File: src/common/rf_pkg.sv
`default_nettype none

package rf_pkg;

   // ===================================================================
   // register addressing
   // ===================================================================
   typedef logic [3:0] rf_addr_t;

   // fixed roles in the register file
   localparam rf_addr_t RF_PC   = 4'd15;
   localparam rf_addr_t RF_LINK = 4'd14;

   // ===================================================================
   // instruction encoding
   // ===================================================================
   typedef enum logic [3:0] {
      OP_ADD  = 4'h0,
      OP_SUB  = 4'h1,
      OP_AND  = 4'h2,
      OP_XOR  = 4'h3,
      OP_ADDP = 4'h4,
      OP_ADDI = 4'h5,
      OP_MOVI = 4'h6,
      OP_JL   = 4'h7
   } rf_op_e;

   // register-register form
   typedef struct packed {
      rf_op_e      op;
      rf_addr_t    rd;
      rf_addr_t    ra;
      rf_addr_t    rb;
      logic [15:0] pad;
   } rf_instr_rr_t;

   // register-immediate form, op/rd/ra sit at the same bits as above
   typedef struct packed {
      rf_op_e      op;
      rf_addr_t    rd;
      rf_addr_t    ra;
      logic [3:0]  pad;
      logic [15:0] imm;
   } rf_instr_ri_t;

   typedef union packed {
      rf_instr_rr_t rr;
      rf_instr_ri_t ri;
   } rf_instr_u;

endpackage

`default_nettype wire

File: src/design/rf_core_top.sv
`timescale 1ns/1ps
`default_nettype none

module rf_core_top #(
   parameter int WIDTH = 32
) (
   input  logic              clk,
   input  logic              arst_n,
   input  rf_pkg::rf_instr_u instr,
   input  logic              instr_valid,
   input  rf_pkg::rf_addr_t  probe_addr,
   output logic [WIDTH-1:0]  probe_data,
   output logic [WIDTH-1:0]  pc
);

   import rf_pkg::*;

   rf_op_e           op;
   rf_addr_t         ra;
   rf_addr_t         rb;
   rf_addr_t         rd;
   logic [15:0]      imm;
   logic             fn_wb;
   logic             fn_ra_change;
   logic             fn_link;
   logic             fn_inc_pc;
   logic [WIDTH-1:0] da;
   logic [WIDTH-1:0] db;
   logic [WIDTH-1:0] dd;
   logic [WIDTH-1:0] wb_data;
   logic [WIDTH-1:0] ra_changed;

   // ===================================================================
   // decode and execute
   // ===================================================================
   rf_decode u_decode (
      .instr        (instr),
      .instr_valid  (instr_valid),
      .op           (op),
      .ra           (ra),
      .rb           (rb),
      .rd           (rd),
      .imm          (imm),
      .fn_wb        (fn_wb),
      .fn_ra_change (fn_ra_change),
      .fn_link      (fn_link),
      .fn_inc_pc    (fn_inc_pc)
   );

   rf_exec #(.WIDTH(WIDTH)) u_exec (
      .op         (op),
      .imm        (imm),
      .da         (da),
      .db         (db),
      .dd         (dd),
      .wb_data    (wb_data),
      .ra_changed (ra_changed)
   );

   // ===================================================================
   // register file, read port t serves the debug probe
   // ===================================================================
   rfm2 #(.WIDTH(WIDTH)) u_rfm2 (
      .clk          (clk),
      .arst_n       (arst_n),
      .ra           (ra),
      .rb           (rb),
      .rd           (rd),
      .rt           (probe_addr),
      .fn_inc_pc    (fn_inc_pc),
      .fn_link      (fn_link),
      .fn_ra_change (fn_ra_change),
      .fn_wb        (fn_wb),
      .wb_data      (wb_data),
      .ra_changed   (ra_changed),
      .da           (da),
      .db           (db),
      .dd           (dd),
      .dt           (probe_data),
      .pc           (pc)
   );

endmodule

`default_nettype wire

File: src/design/rf_decode.sv
`timescale 1ns/1ps
`default_nettype none

module rf_decode (
   input  rf_pkg::rf_instr_u instr,
   input  logic              instr_valid,
   output rf_pkg::rf_op_e    op,
   output rf_pkg::rf_addr_t  ra,
   output rf_pkg::rf_addr_t  rb,
   output rf_pkg::rf_addr_t  rd,
   output logic [15:0]       imm,
   output logic              fn_wb,
   output logic              fn_ra_change,
   output logic              fn_link,
   output logic              fn_inc_pc
);

   import rf_pkg::*;

   // op lives at the same bits in both forms
   assign op = instr.rr.op;

   // immediate opcodes read imm from the ri form and have no rb
   always_comb begin
      ra  = instr.rr.ra;
      rb  = instr.rr.rb;
      rd  = instr.rr.rd;
      imm = '0;
      case (op)
         OP_ADDI, OP_MOVI: begin
            rb  = '0;
            imm = instr.ri.imm;
         end
         OP_JL: begin
            rb  = '0;
            rd  = RF_PC;
            imm = instr.ri.imm;
         end
         default: ;
      endcase
   end

   // all strobes stay quiet on an idle cycle
   always_comb begin
      fn_wb        = 1'b0;
      fn_ra_change = 1'b0;
      fn_link      = 1'b0;
      fn_inc_pc    = 1'b0;
      if (instr_valid) begin
         case (op)
            OP_ADD, OP_SUB, OP_AND, OP_XOR, OP_ADDI, OP_MOVI: begin
               fn_wb     = 1'b1;
               fn_inc_pc = 1'b1;
            end
            OP_ADDP: begin
               fn_wb        = 1'b1;
               fn_ra_change = 1'b1;
               fn_inc_pc    = 1'b1;
            end
            OP_JL: begin
               fn_wb   = 1'b1;
               fn_link = 1'b1;
            end
            // unassigned opcodes only advance the pc
            default: fn_inc_pc = 1'b1;
         endcase
      end
   end

endmodule

`default_nettype wire

File: src/design/rf_exec.sv
`timescale 1ns/1ps
`default_nettype none

module rf_exec #(
   parameter int WIDTH = 32
) (
   input  rf_pkg::rf_op_e   op,
   input  logic [15:0]      imm,
   input  logic [WIDTH-1:0] da,
   input  logic [WIDTH-1:0] db,
   input  logic [WIDTH-1:0] dd,
   output logic [WIDTH-1:0] wb_data,
   output logic [WIDTH-1:0] ra_changed
);

   import rf_pkg::*;

   logic [WIDTH-1:0] imm_ext;

   // immediates are zero-extended
   assign imm_ext = WIDTH'(imm);

   always_comb begin
      case (op)
         OP_ADD:  wb_data = da + db;
         OP_SUB:  wb_data = da - db;
         OP_AND:  wb_data = da & db;
         OP_XOR:  wb_data = da ^ db;
         OP_ADDP: wb_data = da + db;
         // accumulate into the old rd
         OP_ADDI: wb_data = dd + imm_ext;
         OP_MOVI: wb_data = imm_ext;
         // jump target goes to r15
         OP_JL:   wb_data = imm_ext;
         default: wb_data = '0;
      endcase
   end

   // post-increment of ra, written through port 2
   assign ra_changed = da + WIDTH'(1);

endmodule

`default_nettype wire

File: src/regfile/reg2in.sv
`timescale 1ns/1ps
`default_nettype none

module reg2in #(
   parameter int WIDTH = 32
) (
   input  logic             clk,
   input  logic             arst_n,
   input  logic             wen1,
   input  logic             wen2,
   input  logic [WIDTH-1:0] din1,
   input  logic [WIDTH-1:0] din2,
   output logic [WIDTH-1:0] dout
);

   // port 1 wins when both ports write in the same cycle
   always_ff @(posedge clk or negedge arst_n) begin
      if (!arst_n) begin
         dout <= '0;
      end else if (wen1) begin
         dout <= din1;
      end else if (wen2) begin
         dout <= din2;
      end
   end

endmodule

`default_nettype wire

File: src/regfile/rf_read_mux.sv
`timescale 1ns/1ps
`default_nettype none

module rf_read_mux #(
   parameter int WIDTH = 32
) (
   input  logic [15:0][WIDTH-1:0] regs,
   input  rf_pkg::rf_addr_t       ra,
   input  rf_pkg::rf_addr_t       rb,
   input  rf_pkg::rf_addr_t       rd,
   input  rf_pkg::rf_addr_t       rt,
   output logic [WIDTH-1:0]       da,
   output logic [WIDTH-1:0]       db,
   output logic [WIDTH-1:0]       dd,
   output logic [WIDTH-1:0]       dt
);

   // operand ports for the execute unit
   always_comb begin
      da = regs[ra];
      db = regs[rb];
      dd = regs[rd];
   end

   // observation port
   always_comb begin
      dt = regs[rt];
   end

endmodule

`default_nettype wire

File: src/regfile/rf_write_sel.sv
`timescale 1ns/1ps
`default_nettype none

module rf_write_sel #(
   parameter int WIDTH = 32
) (
   input  rf_pkg::rf_addr_t        ra,
   input  rf_pkg::rf_addr_t        rd,
   input  logic                    fn_wb,
   input  logic                    fn_ra_change,
   input  logic                    fn_link,
   input  logic                    fn_inc_pc,
   input  logic [WIDTH-1:0]        wb_data,
   input  logic [WIDTH-1:0]        r_pc,
   input  logic [WIDTH-1:0]        r_pc_link,
   output logic [15:0]             wen1,
   output logic [15:0]             wen2,
   output logic [15:0][WIDTH-1:0]  din1
);

   import rf_pkg::*;

   always_comb begin
      // plain write-back on port 1, post-increment on port 2
      for (int i = 0; i < 16; i++) begin
         wen1[i] = fn_wb && (rd == rf_addr_t'(i));
         wen2[i] = fn_ra_change && (ra == rf_addr_t'(i));
         din1[i] = wb_data;
      end

      // jump and link saves the current pc in r14
      wen1[RF_LINK] = wen1[RF_LINK] | fn_link;
      if (fn_link) begin
         din1[RF_LINK] = r_pc_link;
      end

      // pc increment overrides a write-back to r15
      wen1[RF_PC] = wen1[RF_PC] | fn_inc_pc;
      if (fn_inc_pc) begin
         din1[RF_PC] = r_pc + WIDTH'(1);
      end
   end

endmodule

`default_nettype wire

File: src/regfile/rfm2.sv
`timescale 1ns/1ps
`default_nettype none

module rfm2 #(
   parameter int WIDTH = 32
) (
   input  logic             clk,
   input  logic             arst_n,
   input  rf_pkg::rf_addr_t ra,
   input  rf_pkg::rf_addr_t rb,
   input  rf_pkg::rf_addr_t rd,
   input  rf_pkg::rf_addr_t rt,
   input  logic             fn_inc_pc,
   input  logic             fn_link,
   input  logic             fn_ra_change,
   input  logic             fn_wb,
   input  logic [WIDTH-1:0] wb_data,
   input  logic [WIDTH-1:0] ra_changed,
   output logic [WIDTH-1:0] da,
   output logic [WIDTH-1:0] db,
   output logic [WIDTH-1:0] dd,
   output logic [WIDTH-1:0] dt,
   output logic [WIDTH-1:0] pc
);

   logic [15:0]            wen1;
   logic [15:0]            wen2;
   logic [15:0][WIDTH-1:0] din1;
   logic [15:0][WIDTH-1:0] regs;

   // ===================================================================
   // write side
   // ===================================================================
   rf_write_sel #(.WIDTH(WIDTH)) u_write_sel (
      .ra           (ra),
      .rd           (rd),
      .fn_wb        (fn_wb),
      .fn_ra_change (fn_ra_change),
      .fn_link      (fn_link),
      .fn_inc_pc    (fn_inc_pc),
      .wb_data      (wb_data),
      .r_pc         (regs[15]),
      .r_pc_link    (regs[15]),
      .wen1         (wen1),
      .wen2         (wen2),
      .din1         (din1)
   );

   // ===================================================================
   // register cells
   // ===================================================================
   for (genvar i = 0; i < 16; i++) begin : g_reg
      reg2in #(.WIDTH(WIDTH)) u_reg (
         .clk    (clk),
         .arst_n (arst_n),
         .wen1   (wen1[i]),
         .wen2   (wen2[i]),
         .din1   (din1[i]),
         .din2   (ra_changed),
         .dout   (regs[i])
      );
   end

   assign pc = regs[15];

   // ===================================================================
   // read side
   // ===================================================================
   rf_read_mux #(.WIDTH(WIDTH)) u_read_mux (
      .regs (regs),
      .ra   (ra),
      .rb   (rb),
      .rd   (rd),
      .rt   (rt),
      .da   (da),
      .db   (db),
      .dd   (dd),
      .dt   (dt)
   );

endmodule

`default_nettype wire

File: config.mk
export PLATFORM = sky130hd
export DESIGN_NAME = rf_core_top
export DESIGN_NICKNAME = d
export VERILOG_FILES = /design/src/common/rf_pkg.sv /design/src/design/rf_core_top.sv /design/src/design/rf_decode.sv /design/src/design/rf_exec.sv /design/src/regfile/reg2in.sv /design/src/regfile/rf_read_mux.sv /design/src/regfile/rf_write_sel.sv /design/src/regfile/rfm2.sv
export SDC_FILE = /design/constraint.sdc
export NUM_CORES = 2
export LEC_CHECK = 0
export BUFFER_PORTS_ARGS = -buffer_cell sky130_fd_sc_hd__buf_4
export CAP_MARGIN = 5
export CORE_AREA = 2 2 511 361
export DETAILED_ROUTE_END_ITERATION = 8
export DIE_AREA = 0 0 513 363
export PLACE_DENSITY = 0.46
export SETUP_SLACK_MARGIN = 0.2
export SLEW_MARGIN = 0
export SYNTH_ARGS = -nofsm -noshare
export SYNTH_HDL_FRONTEND = slang
export SYNTH_SLANG_ARGS = --single-unit
export TNS_END_PERCENT = 100
File: constraint.sdc
create_clock -name clk -period 5.1 [get_ports clk]
set_input_delay 0 -clock clk [delete_from_list [all_inputs] [get_ports clk]]
set_output_delay 0 -clock clk [all_outputs]
set_load 0.01 [all_outputs]
; ---- After elaboration in Yosys (flattened, before gate mapping)
; Index checks and enable logic that the tools add are counted.
[op_classes]
addsub = 5
magnitude_cmp = 4
eq_ne = 37
n_mux = 54
bitwise = 4
n_reduce_logical = 55
[ops]
columns = operator, n
row1 = 32-bit 2-to-1 mux, 38
row2 = 32-bit binary-select mux with 4-bit select, 4
row3 = 32-bit case mux with 6 select lines, 1
row4 = "32-bit by 1-bit adder with 32-bit output, second input constant", 2
row5 = "4-bit == test, second input constant", 16
row6 = "4-bit by 3-bit == test with 1-bit output, second input constant", 12
row7 = 32-bit by 16-bit adder with 32-bit output, 1
row8 = 32-bit adder, 1
row9 = 32-bit AND, 1
row10 = 1-bit logical AND, 32
row11 = 2-bit nonzero test, 16
row12 = 32-bit subtractor, 1
row13 = 32-bit XOR, 1
row14 = "4-bit by 2-bit == test with 1-bit output, second input constant", 6
row15 = "4-bit by 5-bit less-than comparator with 1-bit output, second input constant", 4
row16 = 16-bit 2-to-1 mux, 1
row17 = "4-bit by 1-bit == test with 1-bit output, second input constant", 3
row18 = 4-bit logical NOT, 3
row19 = 1-bit 2-to-1 mux, 8
row20 = 4-bit 2-to-1 mux, 2
row21 = 8-bit OR reduction, 1
row22 = 2-bit OR reduction, 2
row23 = 3-bit OR reduction, 1
row24 = 1-bit bitwise OR, 2
[totals]
reg_bits = 512
input_bits = 39
out_inout_bits = 64

; ---- Logic depth before layout (Yosys ltp)
[logic_depth]
ltp_word = 9
depth_mapped = 30

; ---- Hierarchy
; Synthesis repeated with hierarchy kept, for this count alone.
[unflattened]
cells_unflattened = 4747
area_unflattened_um2 = 49498.7
[by_module_without_submodules]
columns = mod, instances, cells_per_inst, area_per_inst_um2
row1 = reg2in, 16, 139, 1515.2
row2 = rf_read_mux, 1, 1084, 14843.0
row3 = rf_write_sel, 1, 713, 5057.4
row4 = rf_exec, 1, 682, 4936.0
row5 = rf_decode, 1, 44, 419.2

; ---- Worst setup path after synthesis
; OpenSTA, ideal clock, no wires.
[synth_timing]
path_type = input -> register
from = input instr[25] in the netlist's numbering
to = register u_rfm2.g_reg[1].u_reg.dout[30]
arrival_ps = 5920
setup_slack_ps = -955
stages = 26
n_path_buf = 10
path_cell_list = buf_2 buf_4 buf_2 buf_2 buf_4 buf_2 buf_1 clkbuf_1 buf_1 mux2i_1 o21ai_0 a221oi_1 nor2_1 ha_1 a21o_1 a21o_1 a21oi_1 o21bai_1 a2111oi_0 nand3b_1 nor4_2 nand4_1 xnor2_1 a211oi_1 clkbuf_1 o22ai_1
[synth_via]
elab_chain_len = 6
word_cells_on_any_way = 9
cone_classes = add/sub: 1 / eq/ne: 1 / mux: 5 / reduce/logical: 2
[synth_lines]
columns = element, line
row1 = from (decl), rf_core_top.sv:9  ; input rf_pkg::rf_instr_u instr,
row2 = 4-bit 2-to-1 mux (*), rf_decode.sv:29  ; case (op)
row3 = 32-bit binary-select mux with 4-bit select, rf_read_mux.sv:22  ; dd = regs[rd];
row4 = 32-bit 2-to-1 mux (not written as such), rf_read_mux.sv:22
row5 = 32-bit by 16-bit adder with 32-bit output, rf_exec.sv:31  ; OP_ADDI: wb_data = dd + imm_ext;
row6 = 32-bit case mux with 6 select lines, rf_exec.sv:24  ; case (op)
row7 = 32-bit 2-to-1 mux, reg2in.sv:20  ; end else if (wen1) begin
row8 = to (signal assigned), reg2in.sv:21  ; dout <= din1;
row9 = to (signal assigned), reg2in.sv:23  ; dout <= din2;
row10 = to (decl), reg2in.sv:13  ; output logic [WIDTH-1:0] dout
; Mark *: on every way between the ends. The rest lies on a longest branch, timed or not. The select of a mux whose other input is x is not followed.
; A chain may end at the register's enable or synchronous reset.

; ---- Worst setup path in the final report
[layout_timing]
from = register u_rfm2.g_reg[2].u_reg.dout[4]
to = register u_rfm2.g_reg[14].u_reg.dout[25]
[layout_via]
elab_chain_len = 6
word_cells_on_any_way = 14
cone_classes = add/sub: 4 / mux: 10
[layout_lines]
columns = element, line
row1 = from (decl), reg2in.sv:13
row2 = from (signal assigned), reg2in.sv:21
row3 = from (signal assigned), reg2in.sv:23
row4 = "32-bit binary-select mux with 4-bit select, on equally long branches", "rf_read_mux.sv:22, rf_read_mux.sv:20, rf_read_mux.sv:21"
row5 = "32-bit 2-to-1 mux, on equally long branches", "rf_read_mux.sv:22, rf_read_mux.sv:20, rf_read_mux.sv:21"
row6 = "32-bit by 16-bit adder with 32-bit output, or another cell as far along", rf_exec.sv:31
row7 = 32-bit case mux with 6 select lines, rf_exec.sv:24
row8 = 32-bit 2-to-1 mux, rf_write_sel.sv:33  ; if (fn_link) begin
row9 = 32-bit 2-to-1 mux (*), reg2in.sv:20
row10 = to (signal assigned), reg2in.sv:21
row11 = to (signal assigned), reg2in.sv:23
row12 = to (decl), reg2in.sv:13
; Marks and branches as above.

==> results.cfg <==
[outcome]
status = finished with violations
violations = hold timing, setup timing

[critical_path]
start_kind = flop
end_kind = flop
cp_max_fo = 8
r2r_start = u_rfm2.g_reg[2].u_reg.dout[4]$_DFFE_PN0P_
startpoint = u_rfm2.g_reg[2].u_reg.dout[4]$_DFFE_PN0P_
worst-setup-path-type = reg2reg
arrival_ns = 6.18
cpMaxStageDelayCell = or4_4
crit_path_max_incr_delay_ns = 0.57
r2r_cells = 26
cp_data_required_time_ns = 5.65
r2r_end = u_rfm2.g_reg[14].u_reg.dout[25]$_DFFE_PN0P_
r2r_slack_ns = -0.52

[die]
die_h_um = 363
die_area_um2 = 186000
pin_count = 103
row_count = 131
start_util_pct = 24.9
die_w_um = 513
core-area_um2 = 181000

[place]
place_inst = 8001
gp_congestion = 1.04
pre_cts_ws_ns = -0.958
io_buffers = 102
place_hpwl_um = 221000

[sta]
fin_crit_sh_pct = 110
hold_viol = 4
maxSlewViolCount = 0
slew_headroom_pct = 5.16
rsz0062_at_grt = true
worstMarginPinSlew_ns = 1.41
finalSetupTns_ns = -73.66
finalCriticalPeriod_ns = 5.62
timing.fmax_mhz = 178
worst_slack_ns = -0.524
finalClockSkew_ns = 0.0526
hold_ws_ns = -0.0275
setup_viol = 286

[detailed_routing]
wl_per_cell_um = 37.8
drc = 0
ant_nets = 0
drt_iter0_markers = 8895
drt-total-wl_um = 309000
drt_pass1_iterations = 7
via_count = 52000
via_per_inst = 6.38

[power_and_ir_drop]
cellPowerDensity_nw_per_um2 = 384
power_uw = 22600
ir_drop_v = 0.000266
p_leak_uw = 0.0242

[yosys]
synth.yosys.seq_area_share_pct = 28.4
syn-cell-area_um2 = 45100
yosysUniqueCellTypes = 103
yosysTopAreaCellShare_pct = 28.4
synth_nets = 5183
yosys.area.top_type = dfrtp_1
synth_edf_count = 0
async_reset_ff_share_pct = 100
avgSynthCellArea_um2 = 8.92
ys_top_cells_by_area = dfrtp_1, mux4_2, o21ai_0
synthCells = 5061
ys_ff_latch = 512
yosys_most_used_dff = dfrtp_1
yosysWarnings = 0

[cells_and_area]
reg_top3 = u_rfm2.g.u_reg.dout: 512 flops
largest_reg_flops = 512
multi_input_area_um2 = 30900
finalNonFillerCells = 8160
seqCellArea_um2 = 12800
nNetsFinal = 5835
drive_gt1_share_pct = 32.0
area_delta_synth_final_pct = 30.1
n_fill_cell = 18600
top_register = u_rfm2.g.u_reg.dout

[cts]
clk_pin_slew_worst_paths_ns = 0.06
cts_made_buffers = 69
cts_root_buffer = clkbuf_16
insertion_delay_ns = 0.71
htreeDepth = 3
clk_path_buf_depth = 3
clock-sinks = 512
cts_tree = yes

[grt]
grt_max_degree = 121
antenna_found_initial = 28
grt_remaining_overflow = 0
grt_pass1_wl_um = 415000
grt.total_usage_pct = 32.0
grt_pass1_vias = 47100

[flow_run]
drv_cap = 0

[worst_hold_path]
hp-class = in2async
-- synth_stat cells, drive strengths merged, types with 37 or more instances --
cell / n
o22ai: 260
clkbuf: 391
xnor2: 68
nand3: 90
buf: 144
a221oi: 78
mux2i: 201
dfrtp: 512
nor3: 38
o211ai: 195
nor2: 471
nand2: 614
a31oi: 46
mux4: 338
inv: 49
and3: 37
mux2: 95
o21ai: 625
xor2: 44
a21oi: 186
ha: 81
-- power by group --
part | switching (uW) | leakage, uW | internal (uW)
Combinational | 6400 | 0.0164 | 4970
Clock | 2210 | 0.00106 | 2830
Sequential | 1200 | 0.00676 | 4960
-- critical path: cells and delay by family, from the launching register on --
family	cells	cell delay (ns)
XOR/XNOR	1	0.15
AND/OR/NAND/NOR	6	1.45
buffers and inverters	5	0.73
AO/OA/AOI/OAI	12	2.14
adder cells (fa/ha/maj)	1	0.29
multiplexers	1	0.30
flip-flops	1	0.41
-- timing repair --
item / in CTS / in global routing
endpoints found under the setup margin: 352 / 352
buffers inserted: 7 / 16
gates cloned: 2 / 3
endpoints found under the hold margin: 129 / 0
resized for setup: 54 / 89
pin swaps: 12 / 24
hold buffers: 6 / 0
-- logic make-up after synthesis --
kind of cell	share of synthesized area, %
AOI/OAI and AO/OA	24.4
and+or+nand+nor	13.6
muxes	23.7
buffers and inverters	5.39
DFF	28.4
xor gates and xnor gates	2.17
adders and majority gates	2.33
-- layout make-up --
cell class	count	area share, %
Multi-Input combinational cell	3964	52.7
Antenna cell	11	0.0469
Clock inverter	20	0.403
Tap cell	2394	5.10
Clock buffer	93	3.27
Sequential cell	512	21.8
Timing Repair Buffer	1116	16.4
Inverter	50	0.319
-- worst max path at each step --
stage | endpoint | cells past startpoint
after floorplan | u_rfm2.g_reg[14].u_reg.dout[31]$_DFFE_PN0P_ | 24
after global placement | u_rfm2.g_reg[4].u_reg.dout[31]$_DFFE_PN0P_ | 27
after CTS | u_rfm2.g_reg[4].u_reg.dout[31]$_DFFE_PN0P_ | 24
after global routing | u_rfm2.g_reg[1].u_reg.dout[30]$_DFFE_PN0P_ | 27
after detailed placement | u_rfm2.g_reg[4].u_reg.dout[31]$_DFFE_PN0P_ | 27
final | u_rfm2.g_reg[14].u_reg.dout[25]$_DFFE_PN0P_ | 26
-- per-layer routing --
metal / share of wire, % / global-route usage [%] / vias up
met5: 0.14 / 1.01 / -
met4: 4.2 / 11.1 / 21
met3: 17 / 17.1 / 716
met2: 38 / 41.6 / 4258
met1: 41 / 43.8 / 26400
li1: - / - / 20600
-- cell usage in the layout, fill, tap and decap left out, types with 17 or more instances in the layout --
cell type  synthesis  routed
mux2i_1          201     200
nand2_2            1      22
mux2_2            94      91
a211oi_1          29      25
nor2b_1           33      32
xnor2_1           68      65
a222oi_1          24      24
ha_1              81      81
o21ai_1            2      19
nand3_1           90      86
a31oi_1           44      43
o21ai_0          621     595
clkbuf_16          0      73
nand2b_1          19      17
and3_1            37      37
o211ai_1         195     195
dfrtp_1          512     511
a22oi_1           23      23
a21o_1            31      31
o221ai_1          33      31
inv_1             48      47
o22ai_1          259     230
a221oi_1          77      73
buf_12             0      83
nor2_1           469     449
nor3_1            36      24
xor2_1            44      43
a21oi_1          182     166
nand2_1          613     592
o22ai_2            1      25
and2_1            23      22
buf_4             18    1003
nand4_1           24      24
mux4_2           338     338
-- metrics by stage --
stage	cell area [um^2]	utilization [%]
final	58700	32.4
after detailed placement	55500	30.6
after CTS	58100	32.1
after global routing	58700	32.4
after global placement	55500	30.6
after floorplan	45400	-
Power figures use the tool's default switching activity.
